**config.mk**
```make
export PLATFORM = sky130hd
export DESIGN_NAME = sifhTop
export DESIGN_NICKNAME = d
export VERILOG_FILES = /design/src/logic/sifhPkg.sv /design/src/logic/hisBuilder.sv /design/src/logic/histRam.sv /design/src/logic/peakMerger.sv /design/src/logic/sampleRouter.sv /design/src/logic/sifhTop.sv
export VERILOG_INCLUDE_DIRS = /design/src /design/src/include
export SDC_FILE = /design/constraint.sdc
export NUM_CORES = 1
export LEC_CHECK = 0
export ABC_CLOCK_PERIOD_IN_PS = 6200
export BUFFER_PORTS_ARGS = -buffer_cell sky130_fd_sc_hd__buf_4
export CORE_MARGIN = 4
export CORE_UTILIZATION = 42
export DETAILED_ROUTE_END_ITERATION = 16
export GPL_TIMING_DRIVEN = 0
export PLACE_DENSITY = 0.54
export SLEW_MARGIN = 15
export SYNTH_ARGS = -nofsm -noshare
export SYNTH_HDL_FRONTEND = slang
export SYNTH_SLANG_ARGS = --single-unit
```
**constraint.sdc**
```tcl
create_clock -name clk -period 6.2 [get_ports clk]
set_input_delay 0.62 -clock clk [delete_from_list [all_inputs] [get_ports clk]]
set_output_delay 0.62 -clock clk [all_outputs]
set_load 0.01 [all_outputs]
```
**src/include/sifh_consts.svh**
```systemverilog
`ifndef SIFH_CONSTS_SVH
`define SIFH_CONSTS_SVH

// sizes of the histogram array
// all of them are powers of two so the index types stay exact

// time bins in one pixel histogram
`define BIN_NUM 16

// pixels in the whole sensor array
`define PIXEL_NUM 8

// width of one histogram count word
// counts saturate at all ones
`define COUNT_W 8

// pixels per bank
// even pixels go to bank 0, odd ones to bank 1
`define BANK_PIXELS (`PIXEL_NUM / 2)

// one bank RAM holds BANK_PIXELS histograms of BIN_NUM words,
// addressed as {local pixel, bin}

`endif

```
**src/logic/sifhPkg.sv**
```systemverilog
`include "sifh_consts.svh"

// types shared by the router, the builders, the RAMs and the merger
package sifhPkg;

    // time bin inside one histogram
    typedef logic [$clog2(`BIN_NUM)-1:0] binIdx;

    // pixel number over the full array
    typedef logic [$clog2(`PIXEL_NUM)-1:0] pixelIdx;

    // pixel number inside one bank
    // the global index without its parity bit
    typedef logic [$clog2(`BANK_PIXELS)-1:0] localPix;

    // saturating hit counter
    typedef logic [`COUNT_W-1:0] countWord;

    // bank RAM address with the pixel in the upper bits
    typedef struct packed {
        localPix pix;
        binIdx   bin;
    } ramAddr;

    // words per bank RAM
    localparam int ADDR_NUM = `BANK_PIXELS * `BIN_NUM;

endpackage

```
**src/logic/hisBuilder.sv**
```systemverilog
`include "sifh_consts.svh"

// histogram builder of one bank
// clears its RAM, counts samples, then scans every pixel for its peak
module hisBuilder import sifhPkg::*; (
    input  logic     clk,
    input  logic     res,

    // samples from the router
    input  logic     bankReq,
    input  localPix  bankPix,
    input  binIdx    bankBin,
    input  logic     bankLast,
    output logic     bankAck,

    // count RAM
    output ramAddr   rAddr,
    output ramAddr   wAddr,
    output logic     wEn,
    output countWord wData,
    input  countWord rData,

    // peak records to the merger
    output logic     pkReq,
    output localPix  pkPix,
    output binIdx    pkBin,
    output countWord pkCount,
    input  logic     pkAck
);

    typedef enum logic [2:0] {CLEAR, COUNT, SCAN, DRAIN, OUT, OWAIT, FIN} builderState;

    builderState state;

    // sweep address of the initial clear
    logic [$bits(ramAddr)-1:0] clrCnt;

    // read pipeline
    // stage a holds the address on rAddr
    // stage b sees the data on rData
    logic     aValid;
    logic     bValid;
    ramAddr   bAddr;

    // the write that went into the RAM on the last edge
    logic     prevValid;
    ramAddr   prevAddr;
    countWord prevData;

    // count update of stage b
    countWord oldCount;
    countWord newCount;

    // running peak of the pixel being scanned
    countWord maxCount;
    binIdx    maxBin;

    // newest value of the stage b word
    // first the write still waiting in the port registers, then the one just
    // committed, which the read-first RAM did not return
    always_comb begin
        if (wEn && wAddr == bAddr) begin
            oldCount = wData;
        end else if (prevValid && prevAddr == bAddr) begin
            oldCount = prevData;
        end else begin
            oldCount = rData;
        end
        // saturate at all ones
        newCount = (oldCount == '1) ? oldCount : oldCount + 1'b1;
    end

    always_ff @(posedge clk or negedge res) begin
        if (!res) begin
            state     <= CLEAR;
            clrCnt    <= '0;
            aValid    <= 1'b0;
            bValid    <= 1'b0;
            prevValid <= 1'b0;
            wEn       <= 1'b0;
            bankAck   <= 1'b0;
            pkReq     <= 1'b0;
        end else begin
            bValid    <= aValid;
            prevValid <= wEn;
            wEn       <= 1'b0;
            case (state)
                CLEAR: begin
                    // one zero word per cycle
                    wEn    <= 1'b1;
                    clrCnt <= clrCnt + 1'b1;
                    if (clrCnt == ADDR_NUM - 1) begin
                        state <= COUNT;
                    end
                end
                COUNT: begin
                    // stage b writes its incremented word
                    wEn <= bValid;
                    if (aValid) begin
                        // read issued so ack while the write is still ahead
                        aValid  <= 1'b0;
                        bankAck <= 1'b1;
                    end else if (bankAck && !bankReq) begin
                        bankAck <= 1'b0;
                    end else if (bankReq && !bankAck && !bankLast) begin
                        aValid <= 1'b1;
                    end else if (bankReq && !bankAck && !bValid && !wEn) begin
                        // a marker starts the scan once nothing is pending
                        aValid <= 1'b1;
                        state  <= SCAN;
                    end
                end
                SCAN: begin
                    // zero written behind the read
                    wEn <= bValid;
                    if (rAddr.bin == binIdx'(`BIN_NUM - 1)) begin
                        aValid <= 1'b0;
                        state  <= DRAIN;
                    end
                end
                DRAIN: begin
                    // last bin of the pixel in stage b
                    wEn   <= bValid;
                    pkReq <= 1'b1;
                    state <= OUT;
                end
                OUT: begin
                    if (pkAck) begin
                        pkReq <= 1'b0;
                        state <= OWAIT;
                    end
                end
                OWAIT: begin
                    // scan waits here while the merger holds pkAck
                    if (!pkAck) begin
                        if (rAddr.pix == localPix'(`BANK_PIXELS - 1)) begin
                            bankAck <= 1'b1;
                            state   <= FIN;
                        end else begin
                            aValid <= 1'b1;
                            state  <= SCAN;
                        end
                    end
                end
                FIN: begin
                    // marker ack marks the whole bank as scanned
                    if (!bankReq) begin
                        bankAck <= 1'b0;
                        state   <= COUNT;
                    end
                end
                default: state <= CLEAR;
            endcase
        end
    end

    always_ff @(posedge clk) begin
        bAddr    <= rAddr;
        prevAddr <= wAddr;
        prevData <= wData;
        case (state)
            CLEAR: begin
                wAddr <= ramAddr'(clrCnt);
                wData <= '0;
            end
            COUNT: begin
                wAddr    <= bAddr;
                wData    <= newCount;
                maxCount <= '0;
                maxBin   <= '0;
                // a marker starts the scan at pixel 0 and bin 0
                if (bankReq && !bankAck && !aValid) begin
                    rAddr.pix <= bankLast ? localPix'(0) : bankPix;
                    rAddr.bin <= bankLast ? binIdx'(0) : bankBin;
                end
            end
            SCAN, DRAIN: begin
                wAddr <= bAddr;
                wData <= '0;
                // strict compare keeps the lower bin on a tie
                if (bValid && rData > maxCount) begin
                    maxCount <= rData;
                    maxBin   <= bAddr.bin;
                end
                // wraps back to bin 0 after the last one
                if (state == SCAN) begin
                    rAddr.bin <= rAddr.bin + 1'b1;
                end
            end
            OWAIT: begin
                maxCount <= '0;
                maxBin   <= '0;
                if (!pkAck) begin
                    rAddr.pix <= rAddr.pix + 1'b1;
                end
            end
            default: ;
        endcase
    end

    // record straight from the peak registers
    assign pkPix   = rAddr.pix;
    assign pkBin   = maxBin;
    assign pkCount = maxCount;

endmodule

```
**src/logic/histRam.sv**
```systemverilog
// count memory of one bank
// simple dual port RAM with one write port and one registered read port
module histRam import sifhPkg::*; (
    input  logic     clk,

    // write port
    input  logic     wEn,
    input  ramAddr   wAddr,
    input  countWord wData,

    // read port with data one cycle after the address
    input  ramAddr   rAddr,
    output countWord rData
);

    // one word per pixel and bin
    countWord mem [ADDR_NUM];

    // write side
    always_ff @(posedge clk) begin
        if (wEn) begin
            mem[wAddr] <= wData;
        end
    end

    // read side
    // a read at the address being written returns the old word
    // the builder forwards around that
    always_ff @(posedge clk) begin
        rData <= mem[rAddr];
    end

endmodule

```
**src/logic/peakMerger.sv**
```systemverilog
// merges the peak records of both banks into one stream in pixel order
module peakMerger import sifhPkg::*; (
    input  logic     clk,
    input  logic     res,

    // records from the two builders
    input  logic     pkReq [2],
    input  localPix  pkPix [2],
    input  binIdx    pkBin [2],
    input  countWord pkCount [2],
    output logic     pkAck [2],

    // merged output, four phase
    output logic     peakReq,
    output pixelIdx  peakPixel,
    output binIdx    peakBin,
    output countWord peakCount,
    input  logic     peakAck
);

    typedef enum logic [1:0] {TAKE, PUSH, PWAIT} mergeState;

    mergeState state;
    // bank whose record comes next
    logic      turn;

    always_ff @(posedge clk or negedge res) begin
        if (!res) begin
            state    <= TAKE;
            turn     <= 1'b0;
            pkAck[0] <= 1'b0;
            pkAck[1] <= 1'b0;
            peakReq  <= 1'b0;
        end else begin
            case (state)
                TAKE: begin
                    // the other bank waits even if it is ready first
                    if (pkReq[turn]) begin
                        pkAck[turn] <= 1'b1;
                        peakReq     <= 1'b1;
                        state       <= PUSH;
                    end
                end
                PUSH: begin
                    if (peakAck) begin
                        peakReq <= 1'b0;
                        state   <= PWAIT;
                    end
                end
                PWAIT: begin
                    // bank released only after the record is out
                    if (!peakAck && !pkReq[turn]) begin
                        pkAck[turn] <= 1'b0;
                        turn        <= ~turn;
                        state       <= TAKE;
                    end
                end
                default: state <= TAKE;
            endcase
        end
    end

    // holding register
    // global pixel is local index with the bank as low bit
    always_ff @(posedge clk) begin
        if (state == TAKE && pkReq[turn]) begin
            peakPixel <= {pkPix[turn], turn};
            peakBin   <= pkBin[turn];
            peakCount <= pkCount[turn];
        end
    end

endmodule

```
**src/logic/sampleRouter.sv**
```systemverilog
// splits the sample stream into the two banks by pixel parity
module sampleRouter import sifhPkg::*; (
    input  logic    clk,
    input  logic    res,

    // upstream samples over a four phase handshake
    input  logic    sampleReq,
    input  pixelIdx samplePixel,
    input  binIdx   sampleBin,
    input  logic    sampleLast,
    output logic    sampleAck,

    // one four phase channel per bank
    output logic    bankReq [2],
    output localPix bankPix [2],
    output binIdx   bankBin [2],
    output logic    bankLast [2],
    input  logic    bankAck [2]
);

    // SEND and SDROP carry the sample
    // MSEND and MDROP carry the end of frame markers
    typedef enum logic [2:0] {IDLE, SEND, SDROP, MSEND, MDROP, UPACK} routeState;

    routeState state;
    // target bank of the current sample
    logic      sel;
    logic      lastReg;
    // high while the markers are out
    logic      marker;
    localPix   pixReg;
    binIdx     binReg;

    always_ff @(posedge clk or negedge res) begin
        if (!res) begin
            state      <= IDLE;
            sel        <= 1'b0;
            lastReg    <= 1'b0;
            marker     <= 1'b0;
            sampleAck  <= 1'b0;
            bankReq[0] <= 1'b0;
            bankReq[1] <= 1'b0;
        end else begin
            case (state)
                IDLE: begin
                    // low pixel bit picks the bank
                    if (sampleReq) begin
                        sel                     <= samplePixel[0];
                        lastReg                 <= sampleLast;
                        bankReq[samplePixel[0]] <= 1'b1;
                        state                   <= SEND;
                    end
                end
                SEND: begin
                    if (bankAck[sel]) begin
                        bankReq[sel] <= 1'b0;
                        state        <= SDROP;
                    end
                end
                SDROP: begin
                    // sample counted so end the frame in both banks at once
                    // both must scan together or the merger would stall one of them
                    if (!bankAck[sel]) begin
                        if (lastReg) begin
                            marker     <= 1'b1;
                            bankReq[0] <= 1'b1;
                            bankReq[1] <= 1'b1;
                            state      <= MSEND;
                        end else begin
                            sampleAck <= 1'b1;
                            state     <= UPACK;
                        end
                    end
                end
                MSEND: begin
                    // each bank acks only after its scan is done
                    if (bankAck[0] && bankAck[1]) begin
                        bankReq[0] <= 1'b0;
                        bankReq[1] <= 1'b0;
                        state      <= MDROP;
                    end
                end
                MDROP: begin
                    if (!bankAck[0] && !bankAck[1]) begin
                        marker    <= 1'b0;
                        sampleAck <= 1'b1;
                        state     <= UPACK;
                    end
                end
                UPACK: begin
                    if (!sampleReq) begin
                        sampleAck <= 1'b0;
                        state     <= IDLE;
                    end
                end
                default: state <= IDLE;
            endcase
        end
    end

    // sample fields with the parity bit stripped
    always_ff @(posedge clk) begin
        if (state == IDLE && sampleReq) begin
            pixReg <= samplePixel[$bits(pixelIdx)-1:1];
            binReg <= sampleBin;
        end
    end

    // same payload on both channels
    // only the req tells them apart
    always_comb begin
        for (int b = 0; b < 2; b++) begin
            bankPix[b]  = pixReg;
            bankBin[b]  = binReg;
            bankLast[b] = marker;
        end
    end

endmodule

```
**src/logic/sifhTop.sv**
```systemverilog
// per pixel time histogram peak finder, two banks side by side
module sifhTop import sifhPkg::*; (
    input  logic     clk,
    input  logic     res,

    // sample input
    input  logic     sampleReq,
    input  pixelIdx  samplePixel,
    input  binIdx    sampleBin,
    input  logic     sampleLast,
    output logic     sampleAck,

    // peak record output
    output logic     peakReq,
    output pixelIdx  peakPixel,
    output binIdx    peakBin,
    output countWord peakCount,
    input  logic     peakAck
);

    // router to builders
    logic     bankReq [2];
    localPix  bankPix [2];
    binIdx    bankBin [2];
    logic     bankLast [2];
    logic     bankAck [2];

    // builders to RAMs
    ramAddr   rAddr [2];
    ramAddr   wAddr [2];
    logic     wEn [2];
    countWord wData [2];
    countWord rData [2];

    // builders to merger
    logic     pkReq [2];
    localPix  pkPix [2];
    binIdx    pkBin [2];
    countWord pkCount [2];
    logic     pkAck [2];

    sampleRouter sampleRouter_inst (
        .clk(clk), .res(res),
        .sampleReq(sampleReq), .samplePixel(samplePixel),
        .sampleBin(sampleBin), .sampleLast(sampleLast), .sampleAck(sampleAck),
        .bankReq(bankReq), .bankPix(bankPix), .bankBin(bankBin),
        .bankLast(bankLast), .bankAck(bankAck)
    );

    // bank 0 even pixels, bank 1 odd pixels
    for (genvar b = 0; b < 2; b++) begin : bank
        hisBuilder hisBuilder_inst (
            .clk(clk), .res(res),
            .bankReq(bankReq[b]), .bankPix(bankPix[b]), .bankBin(bankBin[b]),
            .bankLast(bankLast[b]), .bankAck(bankAck[b]),
            .rAddr(rAddr[b]), .wAddr(wAddr[b]), .wEn(wEn[b]),
            .wData(wData[b]), .rData(rData[b]),
            .pkReq(pkReq[b]), .pkPix(pkPix[b]), .pkBin(pkBin[b]),
            .pkCount(pkCount[b]), .pkAck(pkAck[b])
        );

        histRam histRam_inst (
            .clk(clk),
            .wEn(wEn[b]), .wAddr(wAddr[b]), .wData(wData[b]),
            .rAddr(rAddr[b]), .rData(rData[b])
        );
    end

    peakMerger peakMerger_inst (
        .clk(clk), .res(res),
        .pkReq(pkReq), .pkPix(pkPix), .pkBin(pkBin),
        .pkCount(pkCount), .pkAck(pkAck),
        .peakReq(peakReq), .peakPixel(peakPixel), .peakBin(peakBin),
        .peakCount(peakCount), .peakAck(peakAck)
    );

endmodule

```
==> results of run 1 <==
layout make-up:
| class | instances | area [um^2] |
|---|---|---|
| multi-input combinational | 1516 | 12250 |
| timing repair buffer | 78 | 1184 |
| clock buffer | 170 | 3707 |
| inverter | 40 | 150.1 |
| buffer | 150 | 636.9 |
| fill | 9587 | 58650 |
| sequential | 1210 | 35550 |
| clock inverter | 56 | 480.5 |
| tap | 1512 | 1892 |
timing repair:
action | in CTS | in global routing
gates resized for setup | 0 | 0
hold buffers | 1 | 0
hold endpoints to repair | 45 | 0
metrics by stage:
step	utilization	cells	worst slack, ns	instance area [um^2]	hold slack (ns)
after floorplan	-	2916	3.589	48570	0.3244
after detailed placement	0.4511	4505	2.335	51650	0.3579
after CTS	0.4878	4732	2.322	55850	0.02374
after global routing	0.4878	4732	2.209	55850	0.03572
after global placement	0.4426	4456	2.316	50670	0.3573
final	0.4878	4732	2.376	55850	0.07886
state kept, by name, indices dropped and copies added (netlist names), 6 cells and up, named ones only:
name	count
bank.hisBuilder_inst.pkCount	16
bank.hisBuilder_inst.state	6
peakMerger_inst.peakCount	8
bank.hisBuilder_inst.wAddr	12
bank.hisBuilder_inst.prevAddr	12
bank.hisBuilder_inst.wData	16
bank.hisBuilder_inst.clrCnt	12
bank.hisBuilder_inst.pkBin	8
bank.histRam_inst.mem	1024
bank.hisBuilder_inst.bAddr	12
bank.histRam_inst.rData	16
bank.hisBuilder_inst.prevData	16
bank.hisBuilder_inst.rAddr	8
per-layer routing:
| metal | up-vias | GRT usage | routed length (um) |
|---|---|---|---|
| met1 | 13710 | 0.2721 | 51630 |
| met3 | 210 | 0.03680 | 7292 |
| met5 | - | 0 | 0 |
| li1 | 11850 | - | - |
| met2 | 890 | 0.3296 | 58970 |
| met4 | 0 | 0.08210 | 4862 |
power by group:
group / total (W) / switching [W] / internal (W)
Sequential: 0.00888 / 0.0000510 / 0.00883
Combinational: 0.000280 / 0.000173 / 0.000108
Clock: 0.00757 / 0.00305 / 0.00452
worst max-delay path: cells and delay by family, from the launching register on:
kind	cells	cell delay, ns
multiplexers	2	0.53
flip-flops	1	0.37
buffers and inverters	4	1.94
AO/OA/AOI/OAI	3	0.88
cells in the mapped netlist, drive strengths merged, types with 3 or more instances:
| master | n | area share |
|---|---|---|
| nor3b | 3 | 0.00046 |
| a31oi | 18 | 0.0034 |
| mux2 | 29 | 0.0067 |
| or3 | 12 | 0.0015 |
| o22ai | 66 | 0.0085 |
| nand3 | 29 | 0.0031 |
| o31ai | 7 | 0.0014 |
| nand2b | 15 | 0.0019 |
| nor2 | 306 | 0.024 |
| and3 | 3 | 0.00039 |
| ha | 22 | 0.0057 |
| a21o | 9 | 0.0014 |
| nand2 | 124 | 0.0096 |
| o21a | 7 | 0.0011 |
| xor2 | 11 | 0.0020 |
| a21oi | 99 | 0.010 |
| dfrtp | 45 | 0.023 |
| clkbuf | 92 | 0.0071 |
| nand3b | 7 | 0.0011 |
| dfxtp | 56 | 0.023 |
| mux4 | 144 | 0.067 |
| o211a | 3 | 0.00062 |
| and2 | 23 | 0.0030 |
| xnor2 | 29 | 0.0055 |
| edfxtp | 1109 | 0.69 |
| a311oi | 3 | 0.00054 |
| nor3 | 17 | 0.0018 |
| mux2i | 270 | 0.056 |
| a211oi | 6 | 0.00093 |
| o221ai | 65 | 0.012 |
| o21ai | 122 | 0.013 |
| nand4 | 15 | 0.0024 |
| inv | 39 | 0.0030 |
| nor2b | 22 | 0.0028 |
| buf | 58 | 0.0060 |
| or3b | 3 | 0.00054 |
| or2 | 4 | 0.00052 |
kinds of logic after synthesis:
kind of cell / after synthesis / synth area share
buffers and inverters: 190 / 0.01618
muxes: 443 / 0.1291
and+or+nand+nor: 591 / 0.05458
DFF: 1210 / 0.7319
xor gates and xnor gates: 40 / 0.007522
adders and majority gates: 22 / 0.005667
AOI/OAI and AO/OA: 420 / 0.05505
worst paths after layout:
path,from,end,slack [ns],cells past startpoint
worst max-delay path,bank[1].hisBuilder_inst.rAddr[0],bank[1].histRam_inst.rData[4],2.38,9
worst min-delay path,sampleBin[1],sampleRouter_inst.binReg[1],0.08,1
worst max register to register,bank[1].hisBuilder_inst.rAddr[0],bank[1].histRam_inst.rData[4],2.38,9
worst min register to register,bank[1].hisBuilder_inst.wEn,bank[1].hisBuilder_inst.prevValid,0.37,0
max in group asynchronous,res,bank[0].hisBuilder_inst.clrCnt[3],5.30,2
min in group asynchronous,res,sampleRouter_inst.lastReg,0.47,2
==> metrics.md, run 1 <==
| Metric | Value |
|---|---|
| Outcome | finished clean |
| Largest net degree at the start of global routing | 46 |
| DR WL/cell | 25.94 um |
| Die W | 348.1 um |
| Most common cell after layout, fill and taps aside | sky130_fd_sc_hd__edfxtp_1 |
| Number of buffers inserted during clock tree synthesis | 130 |
| Post-synthesis instance area | between 40000 and 50000 um^2 |
| Sum of net half-perimeters after detailed placement | 88610 um |
| Worst skew pair latency | between 0.7 and 0.8 ns |
| Via count of the first global-routing pass | roughly 27000 |
| Starting Density | 0.4242 |
| Aggregate negative setup slack | 0 ns |
| Classification of the worst setup path | reg -> reg |
| Antenna Cells | 0 |
| Highest clock rate | around 260 MHz |
| Setup crit start kind | register |
| Post-DRT Antenna Nets | 0 |
| Async set-reset flop share out of synthesis | 0.03719 |
| CP max stage delay | around 0.67 ns |
| Data required time of the worst path | between 6 and 7 ns |
| Critical Path AT | 4.46 ns |
| Post-CTS repair timing setup buffer count | 0 |
| Worst Clk Skew | between 0.02 and 0.03 ns |
| Max-cap viol count | 0 |
| Max Fanout on Critical Path | 10 |
| Total Power Consumption | between 0.015 and 0.02 W |
| Type of the most critical hold path | in -> reg |
| Power density relative to cell area | 299.6 nW/um^2 |
| Port bufs | 28 |
| Cell Chain, Critical Path | clkbuf_1 -> clkbuf_1 -> buf_2 -> buf_2 -> mux2i_1 -> o21ai_1 -> o22ai_1 -> a21oi_1 -> mux4_2 |
| Share of the yosys chip area belonging to registers | 0.7319 |
| Overall routed net length | ~120000 um |
| Ratio of final minimum period to clock period | 0.6168 |
| Hold Violations, Final | 0 |
| Wire length of the first global-routing pass | roughly 180000 um |
| Number of antenna violations at the first check in global routing | 0 |
| Number of rows created at floorplan | approximately 120 |
| Share of final-layout standard cells stronger than drive strength 1 | 0.1540 |
| Number of register bits inferred by synthesis | 1210 |
| Pin slew with the least headroom to its limit | approximately 1.1 ns |
| Count of yosys warnings during synthesis | 0 |
| Top-level port count | 29 |
| Final min period | around 3.8 ns |
| Avg Inst Size Synth | ~17 um^2 |
| Total Die Area | 121200 um^2 |
| H-tree level count | 4 |
| Slew Limit Fails | 0 |
| TritonCTS sink count | roughly 1200 |
| Most used cells in the layout excluding fill and tap cells | 1109 x sky130_fd_sc_hd__edfxtp_1, 305 x sky130_fd_sc_hd__nor2_1, 270 x sky130_fd_sc_hd__mux2i_1 |
| Synth-to-layout area growth | 14.98% |
| Number of synthesized flops with an enable pin | 1109 |
| Final setup violation count | 0 |
| Nature of the critical path endpoint | register |
| Main synth FF type | sky130_fd_sc_hd__edfxtp_1 |
| Via count | ~27000 |
| Clock-pin slew of the registers on the worst-case setup and hold paths | 0.06 ns |
| Total routing usage reported by global routing | 0.2027 |
| Core Box Area | 114500 um^2 |
| TritonCTS clock tree | done |
| Slowest cell on the critical path | sky130_fd_sc_hd__clkbuf_1 |
| Number of design-rule violations left by the first detailed-router iteration | approximately 2300 |
| Grt ovf | 0 |
| Total number of nets in the final design | 3160 |
| Post-synthesis cell count | ~2900 |
| Die H | roughly 350 um |
| Placer's final routability congestion estimate | 0.8882 |
| DRC Markers | 0 |
| Distinct cell type count after synthesis | 70 |
| Post-Syn Nets | ~3000 |
| Root buffer cell | sky130_fd_sc_hd__clkbuf_16 |
| Vias/cell | approximately 5.6 |
| Leakage | roughly 18 nW |
| Peak VDD IR | 0.2498 mV |
| Max transition margin | 0.2655 |
| CTS Buffer Depth | 3 |
| Count of TritonRoute iterations in the first routing pass | 6 |
| Setup repair after global routing missed its margin | false |
Power figures use the tool's default switching activity.
==> run 2: changes to the inputs <==
--- a/config.mk
+++ b/config.mk
@@ -6,13 +6,14 @@
 export SDC_FILE = /design/constraint.sdc
 export NUM_CORES = 1
 export LEC_CHECK = 0
-export ABC_CLOCK_PERIOD_IN_PS = 6200
+export ABC_AREA = 1
+export ABC_CLOCK_PERIOD_IN_PS = 3100
 export BUFFER_PORTS_ARGS = -buffer_cell sky130_fd_sc_hd__buf_4
 export CORE_MARGIN = 4
 export CORE_UTILIZATION = 42
 export DETAILED_ROUTE_END_ITERATION = 16
 export GPL_TIMING_DRIVEN = 0
-export PLACE_DENSITY = 0.54
+export PLACE_DENSITY = 0.56
 export SLEW_MARGIN = 15
 export SYNTH_ARGS = -nofsm -noshare
 export SYNTH_HDL_FRONTEND = slang
==> constraint.sdc (replaced) <==
create_clock -name clk -period 3.1 [get_ports clk]
set_input_delay 0.31 -clock clk [delete_from_list [all_inputs] [get_ports clk]]
set_output_delay 0.31 -clock clk [all_outputs]
set_load 0.01 [all_outputs]
==> run 2 against run 1 <==
The run now ends with negative setup slack left. Global-route usage rose by 7.4 points. Clock power grew 100%. Sequential power grew 100%. Maximum frequency rose by 22%. Setup slack got worse by 2.4 ns. Power increased by 100%. First-iteration DRC count rose by 97%. Synthesized cell count rose by 41%. Routed wire length increased by 41%. Critical path type unchanged. Critical endpoint is now bank[1].histRam_inst.rData[2]. Largest cell class unchanged.
==> metrics.md, run 2 <==
| Metric | Value |
|---|---|
| Distinct cell type count after synthesis | 49 (was 70) |
| Main synth FF type | sky130_fd_sc_hd__edfxtp_1 (unchanged) |
| Root buffer cell | sky130_fd_sc_hd__clkbuf_16 (unchanged) |
| Synth-to-layout area growth | 15.26% (was 14.98%) |
| Power density relative to cell area | 596.9 nW/um^2 (was 299.6 nW/um^2) |
| Avg Inst Size Synth | 11.95 um^2 (was 16.66 um^2) |
| Number of register bits inferred by synthesis | 1210 (unchanged) |
| Total Die Area | 122800 um^2 (was 121200 um^2) |
| Register ranked first by flip-flop count | bank.histRam_inst.mem (unchanged) |
| Simple-gate portion of the synthesized area | 0.1137 (was 0.05458) |
| Via count of the first global-routing pass | 32140 (was 26860) |
| Setup repair after global routing missed its margin | true (was false) |
| Grt ovf | 0 (unchanged) |
| Max-cap viol count | 0 (unchanged) |
| Int Power | 0.02681 W (was 0.01346 W) |
| Vias/cell | 5.814 (was 5.634) |
| Post-Syn Nets | 4157 (was 2950) |
| Port bufs | 28 (unchanged) |
| Most repeated cell in the gate-level netlist after synthesis | sky130_fd_sc_hd__edfxtp_1 (unchanged) |
| Power share of the combinational group | 0.025 (was 0.017) |
| Sum of net half-perimeters after detailed placement | 119800 um (was 88610 um) |
| Adder and majority cell fraction of the synthesized area | 0.005587 (was 0.005667) |
| Combinational family with the most area after synthesis | compound AO/OA/AOI/OAI gates (was multiplexers) |
| TritonCTS sink count | 1210 (unchanged) |
| Die W | 350.5 um (was 348.1 um) |
| Total Power Consumption | 0.03390 W (was 0.01673 W) |
| GR Util met1 | 0.3749 (was 0.2721) |
| Leakage | 18.84 nW (was 17.76 nW) |
| Number of rows created at floorplan | 125 (was 124) |
| Total routing usage reported by global routing | 0.2770 (was 0.2027) |
| Share of final-layout standard cells stronger than drive strength 1 | 0.1088 (was 0.1540) |
| Post-synthesis cell count | 4123 (was 2916) |
| Finished Core Util | 0.4880 (was 0.4878) |
| Data required time of the worst path | 3.73 ns (was 6.84 ns) |
| Top-level port count | 29 (unchanged) |
| Number of synthesized flops with an enable pin | 1109 (unchanged) |
| Type of the most critical hold path | in -> reg (unchanged) |
| Most congested layer reported by global routing | met2 (unchanged) |
| H-tree level count | 4 (unchanged) |
| Portion of netlist area occupied by mux cells | 0.006959 (was 0.1291) |
| Core Box Area | 116400 um^2 (was 114500 um^2) |
| Fraction of power spent switching nets | 0.2092 (was 0.1956) |
| Slew Limit Fails | 0 (unchanged) |
| Hold Violations, Final | 0 (unchanged) |
| Violations in the final reports | negative setup slack |
| Starting Density | 0.4234 (was 0.4242) |
| Wire length of the first global-routing pass | 240000 um (was 179600 um) |
| Final min period | 3.147 ns (was 3.824 ns) |
| Met3 demand-to-capacity share in global routing | 0.04535 (was 0.03680) |
| Dominant cell type by area after synthesis | sky130_fd_sc_hd__edfxtp_1 (unchanged) |
| Portion of synthesized cell area occupied by the leading cell type | 0.6759 (was 0.6856) |
| Worst skew pair latency | 0.75 ns (was 0.71 ns) |
| Cell Chain, Critical Path | inv_1 -> clkbuf_1 -> o21ai_0 -> o22ai_1 -> nand2_1 -> nand2_1 -> nand2_1 -> o21ai_1 (was clkbuf_1 -> clkbuf_1 -> buf_2 -> buf_2 -> mux2i_1 -> o21ai_1 -> o22ai_1 -> a21oi_1 -> mux4_2) |
| CTS Buffer Depth | 3 (unchanged) |
| Total number of nets in the final design | 4385 (was 3160) |
| Number of design-rule violations left by the first detailed-router iteration | 4628 (was 2345) |
| Register share of total power | 0.527 (was 0.531) |
| Overall routed net length | 172900 um (was 122700 um) |
| Async set-reset flop share out of synthesis | 0.03719 (unchanged) |
| Setup crit start kind | register (unchanged) |
| Proportion of power drawn by the clock network | 0.448 (was 0.453) |
| Min setup slack post-route | -0.04738 ns (was 2.376 ns) |
| Classification of the worst setup path | reg -> reg (unchanged) |
| Most common library cells after synthesis | 1109 x sky130_fd_sc_hd__edfxtp_1, 795 x sky130_fd_sc_hd__nor2_1, 590 x sky130_fd_sc_hd__o21ai_0 (was 1109 x sky130_fd_sc_hd__edfxtp_1, 305 x sky130_fd_sc_hd__nor2_1, 270 x sky130_fd_sc_hd__mux2i_1) |
| CP max stage delay | 0.64 ns (was 0.67 ns) |
| Highest clock rate | 317.7 MHz (was 261.5 MHz) |
| Count of TritonRoute iterations in the first routing pass | 6 (unchanged) |
| Placer's final routability congestion estimate | 0.9948 (was 0.8882) |
| Number of antenna violations at the first check in global routing | 7 (was 0) |
| Number of buffers inserted during clock tree synthesis | 131 (was 130) |
| DR WL/cell | 28.94 um (was 25.94 um) |
| Most common cell after layout, fill and taps aside | sky130_fd_sc_hd__edfxtp_1 (unchanged) |
| Peak VDD IR | 0.5282 mV (was 0.2498 mV) |
| Via count | 34740 (was 26660) |
| Largest net degree at the start of global routing | 46 (unchanged) |
| Pin slew with the least headroom to its limit | 1.210 ns (was 1.093 ns) |
| Max reg flops | 1024 (unchanged) |
| Nature of the critical path endpoint | register (unchanged) |
| Max transition margin | 0.1902 (was 0.2655) |
| Clock-pin slew of the registers on the worst-case setup and hold paths | 0.06 ns (about the same) |
| Complex-gate fraction of the synthesized area | 0.1170 (was 0.05505) |
| Biggest area contributors in the synthesized netlist | sky130_fd_sc_hd__edfxtp_1 68%, sky130_fd_sc_hd__nor2_1 6.1%, sky130_fd_sc_hd__o21ai_0 6.0%, sky130_fd_sc_hd__o22ai_1 3.5%, sky130_fd_sc_hd__nand2_1 3.3% (was sky130_fd_sc_hd__edfxtp_1 69%, sky130_fd_sc_hd__mux4_2 6.7%, sky130_fd_sc_hd__mux2i_1 5.6%, sky130_fd_sc_hd__nor2_1 2.4%, sky130_fd_sc_hd__dfrtp_1 2.3%) |
| Worst Clk Skew | 0.02515 ns (was 0.02535 ns) |
| Sw Pwr | 0.007090 W (was 0.003273 W) |
| Die H | 350.5 um (was 348.1 um) |
| Final setup violation count | 18 (was 0) |
| Xor and xnor area share after synthesis | 0.003022 (was 0.007522) |
| Count of yosys warnings during synthesis | 0 (unchanged) |
| Post-DRT Antenna Nets | 0 (unchanged) |
| TritonCTS clock tree | done (unchanged) |
| Post-synthesis instance area | 49270 um^2 (was 48570 um^2) |
| Critical Path Most Common Cell | sky130_fd_sc_hd__nand2_1 |
| Slowest cell on the critical path | sky130_fd_sc_hd__clkbuf_1 (unchanged) |
| Most used cells in the layout excluding fill and tap cells | 1109 x sky130_fd_sc_hd__edfxtp_1, 794 x sky130_fd_sc_hd__nor2_1, 589 x sky130_fd_sc_hd__o21ai_0 (was 1109 x sky130_fd_sc_hd__edfxtp_1, 305 x sky130_fd_sc_hd__nor2_1, 270 x sky130_fd_sc_hd__mux2i_1) |
| Routing usage on met2 | 0.4407 (was 0.3296) |
| Critical Path AT | 3.78 ns (was 4.46 ns) |
| Share of the yosys chip area belonging to registers | 0.7216 (was 0.7319) |
| Minimum setup slack after placement | -0.4992 ns (was 2.335 ns) |
| DRC Markers | 0 (unchanged) |
| Ratio of final minimum period to clock period | 1.015 (was 0.6168) |
| Max Fanout on Critical Path | 10 (unchanged) |
| Outcome | finished, violations left (was finished clean) |
## run 2: changes by cell type in the layout (fill, tap and decap cells not counted), moves of 25 or more
cell / change
sky130_fd_sc_hd__o21ai_0: +504
sky130_fd_sc_hd__nor2_1: +489
sky130_fd_sc_hd__nand2_1: +309
sky130_fd_sc_hd__mux2i_1: -238
sky130_fd_sc_hd__o22ai_1: +194
sky130_fd_sc_hd__mux4_2: -144
sky130_fd_sc_hd__inv_1: +96
sky130_fd_sc_hd__o221ai_1: -63
sky130_fd_sc_hd__clkbuf_2: +55
sky130_fd_sc_hd__nand3_1: +53
sky130_fd_sc_hd__buf_2: +29
sky130_fd_sc_hd__o21ai_1: +28
sky130_fd_sc_hd__mux2_2: -26
sky130_fd_sc_hd__inv_2: +25
## run 2: power by group through the flow
stage / clock network (W) / registers, W / logic, W
after detailed placement: 0 / 0.0182 / 0.000831
after floorplan: 0 / 0.0182 / 0.000470
after global routing: 0.0161 / 0.0179 / 0.000965
after global placement: 0 / 0.0182 / 0.000808
final: 0.0152 / 0.0179 / 0.000841
after CTS: 0.0153 / 0.0179 / 0.000847
## run 2: layer usage
metal | vias to the layer above | routed length, um | part of all wire
met4 | 4 | 8632 | 0.050
met1 | 17090 | 69740 | 0.40
li1 | 15380 | - | -
met2 | 1856 | 79650 | 0.46
met5 | - | 24 | 0.00014
met3 | 406 | 14830 | 0.086
## run 2: cell families (layout without fill, tap and decap cells)
logic type | count (synthesis) | in the layout
DFF | 1210 | 1210
buffers and inverters | 393 | 719
muxes | 34 | 34
other | 0 | 1
xor gates and xnor gates | 17 | 17
AOI/OAI and AO/OA | 1055 | 1055
adders and majority gates | 22 | 22
and+or+nand+nor | 1392 | 1392
## run 2: final cells by class
cell class	count	area, um^2
antenna	1	2.502
buffer	227	1061
clock buffer	182	3616
clock inverter	49	494.2
fill	10410	59580
inverter	166	623.1
multi-input combinational	2520	12260
sequential	1210	35550
tap	1524	1907
timing repair buffer	95	1272
## run 2: path summary, 6_finish.rpt
check | slack (ns) | endpoint | from | cells past startpoint
min reg2reg | 0.37 | bank[0].hisBuilder_inst.bAddr[3] | bank[0].hisBuilder_inst.rAddr[3] | 0
min in group asynchronous | 0.13 | sampleRouter_inst.sampleAck | res | 2
min | 0.1 | sampleRouter_inst.lastReg | sampleReq | 5
max reg2reg | -0.05 | bank[1].histRam_inst.rData[2] | bank[1].hisBuilder_inst.rAddr[3] | 8
max in group asynchronous | 2.56 | bank[1].hisBuilder_inst.clrCnt[2] | res | 2
max | -0.05 | bank[1].histRam_inst.rData[2] | bank[1].hisBuilder_inst.rAddr[3] | 8
## run 2: critical path: cells and delay by family (launching register included)
kind	cells	cell delay (ns)
AND/OR/NAND/NOR	3	0.28
buffers and inverters	2	1.20
flip-flops	1	0.60
AO/OA/AOI/OAI	3	0.93
## run 2: repair_timing
item                       4_1_cts  5_1_grt
setup endpoints to repair       16       15
hold endpoints to repair        59        0
pin swaps                        0        1
resized for setup               59       49
hold buffers                    10        0
setup buffers                    1        0
## run 2: through the flow
| step | setup TNS [ns] | hold WS (ns) | cells | cell area (um^2) |
|---|---|---|---|---|
| global placement | -16.61 | 0.3497 | 5675 | 51380 |
| detailed placement | -4.960 | 0.3576 | 5731 | 52360 |
| global route | -0.08791 | 0.1380 | 5973 | 56780 |
| CTS | 0 | 0.07484 | 5973 | 56700 |
| floorplan | 0 | 0.01441 | 4123 | 49270 |
| finish | -0.3171 | 0.09672 | 5974 | 56780 |
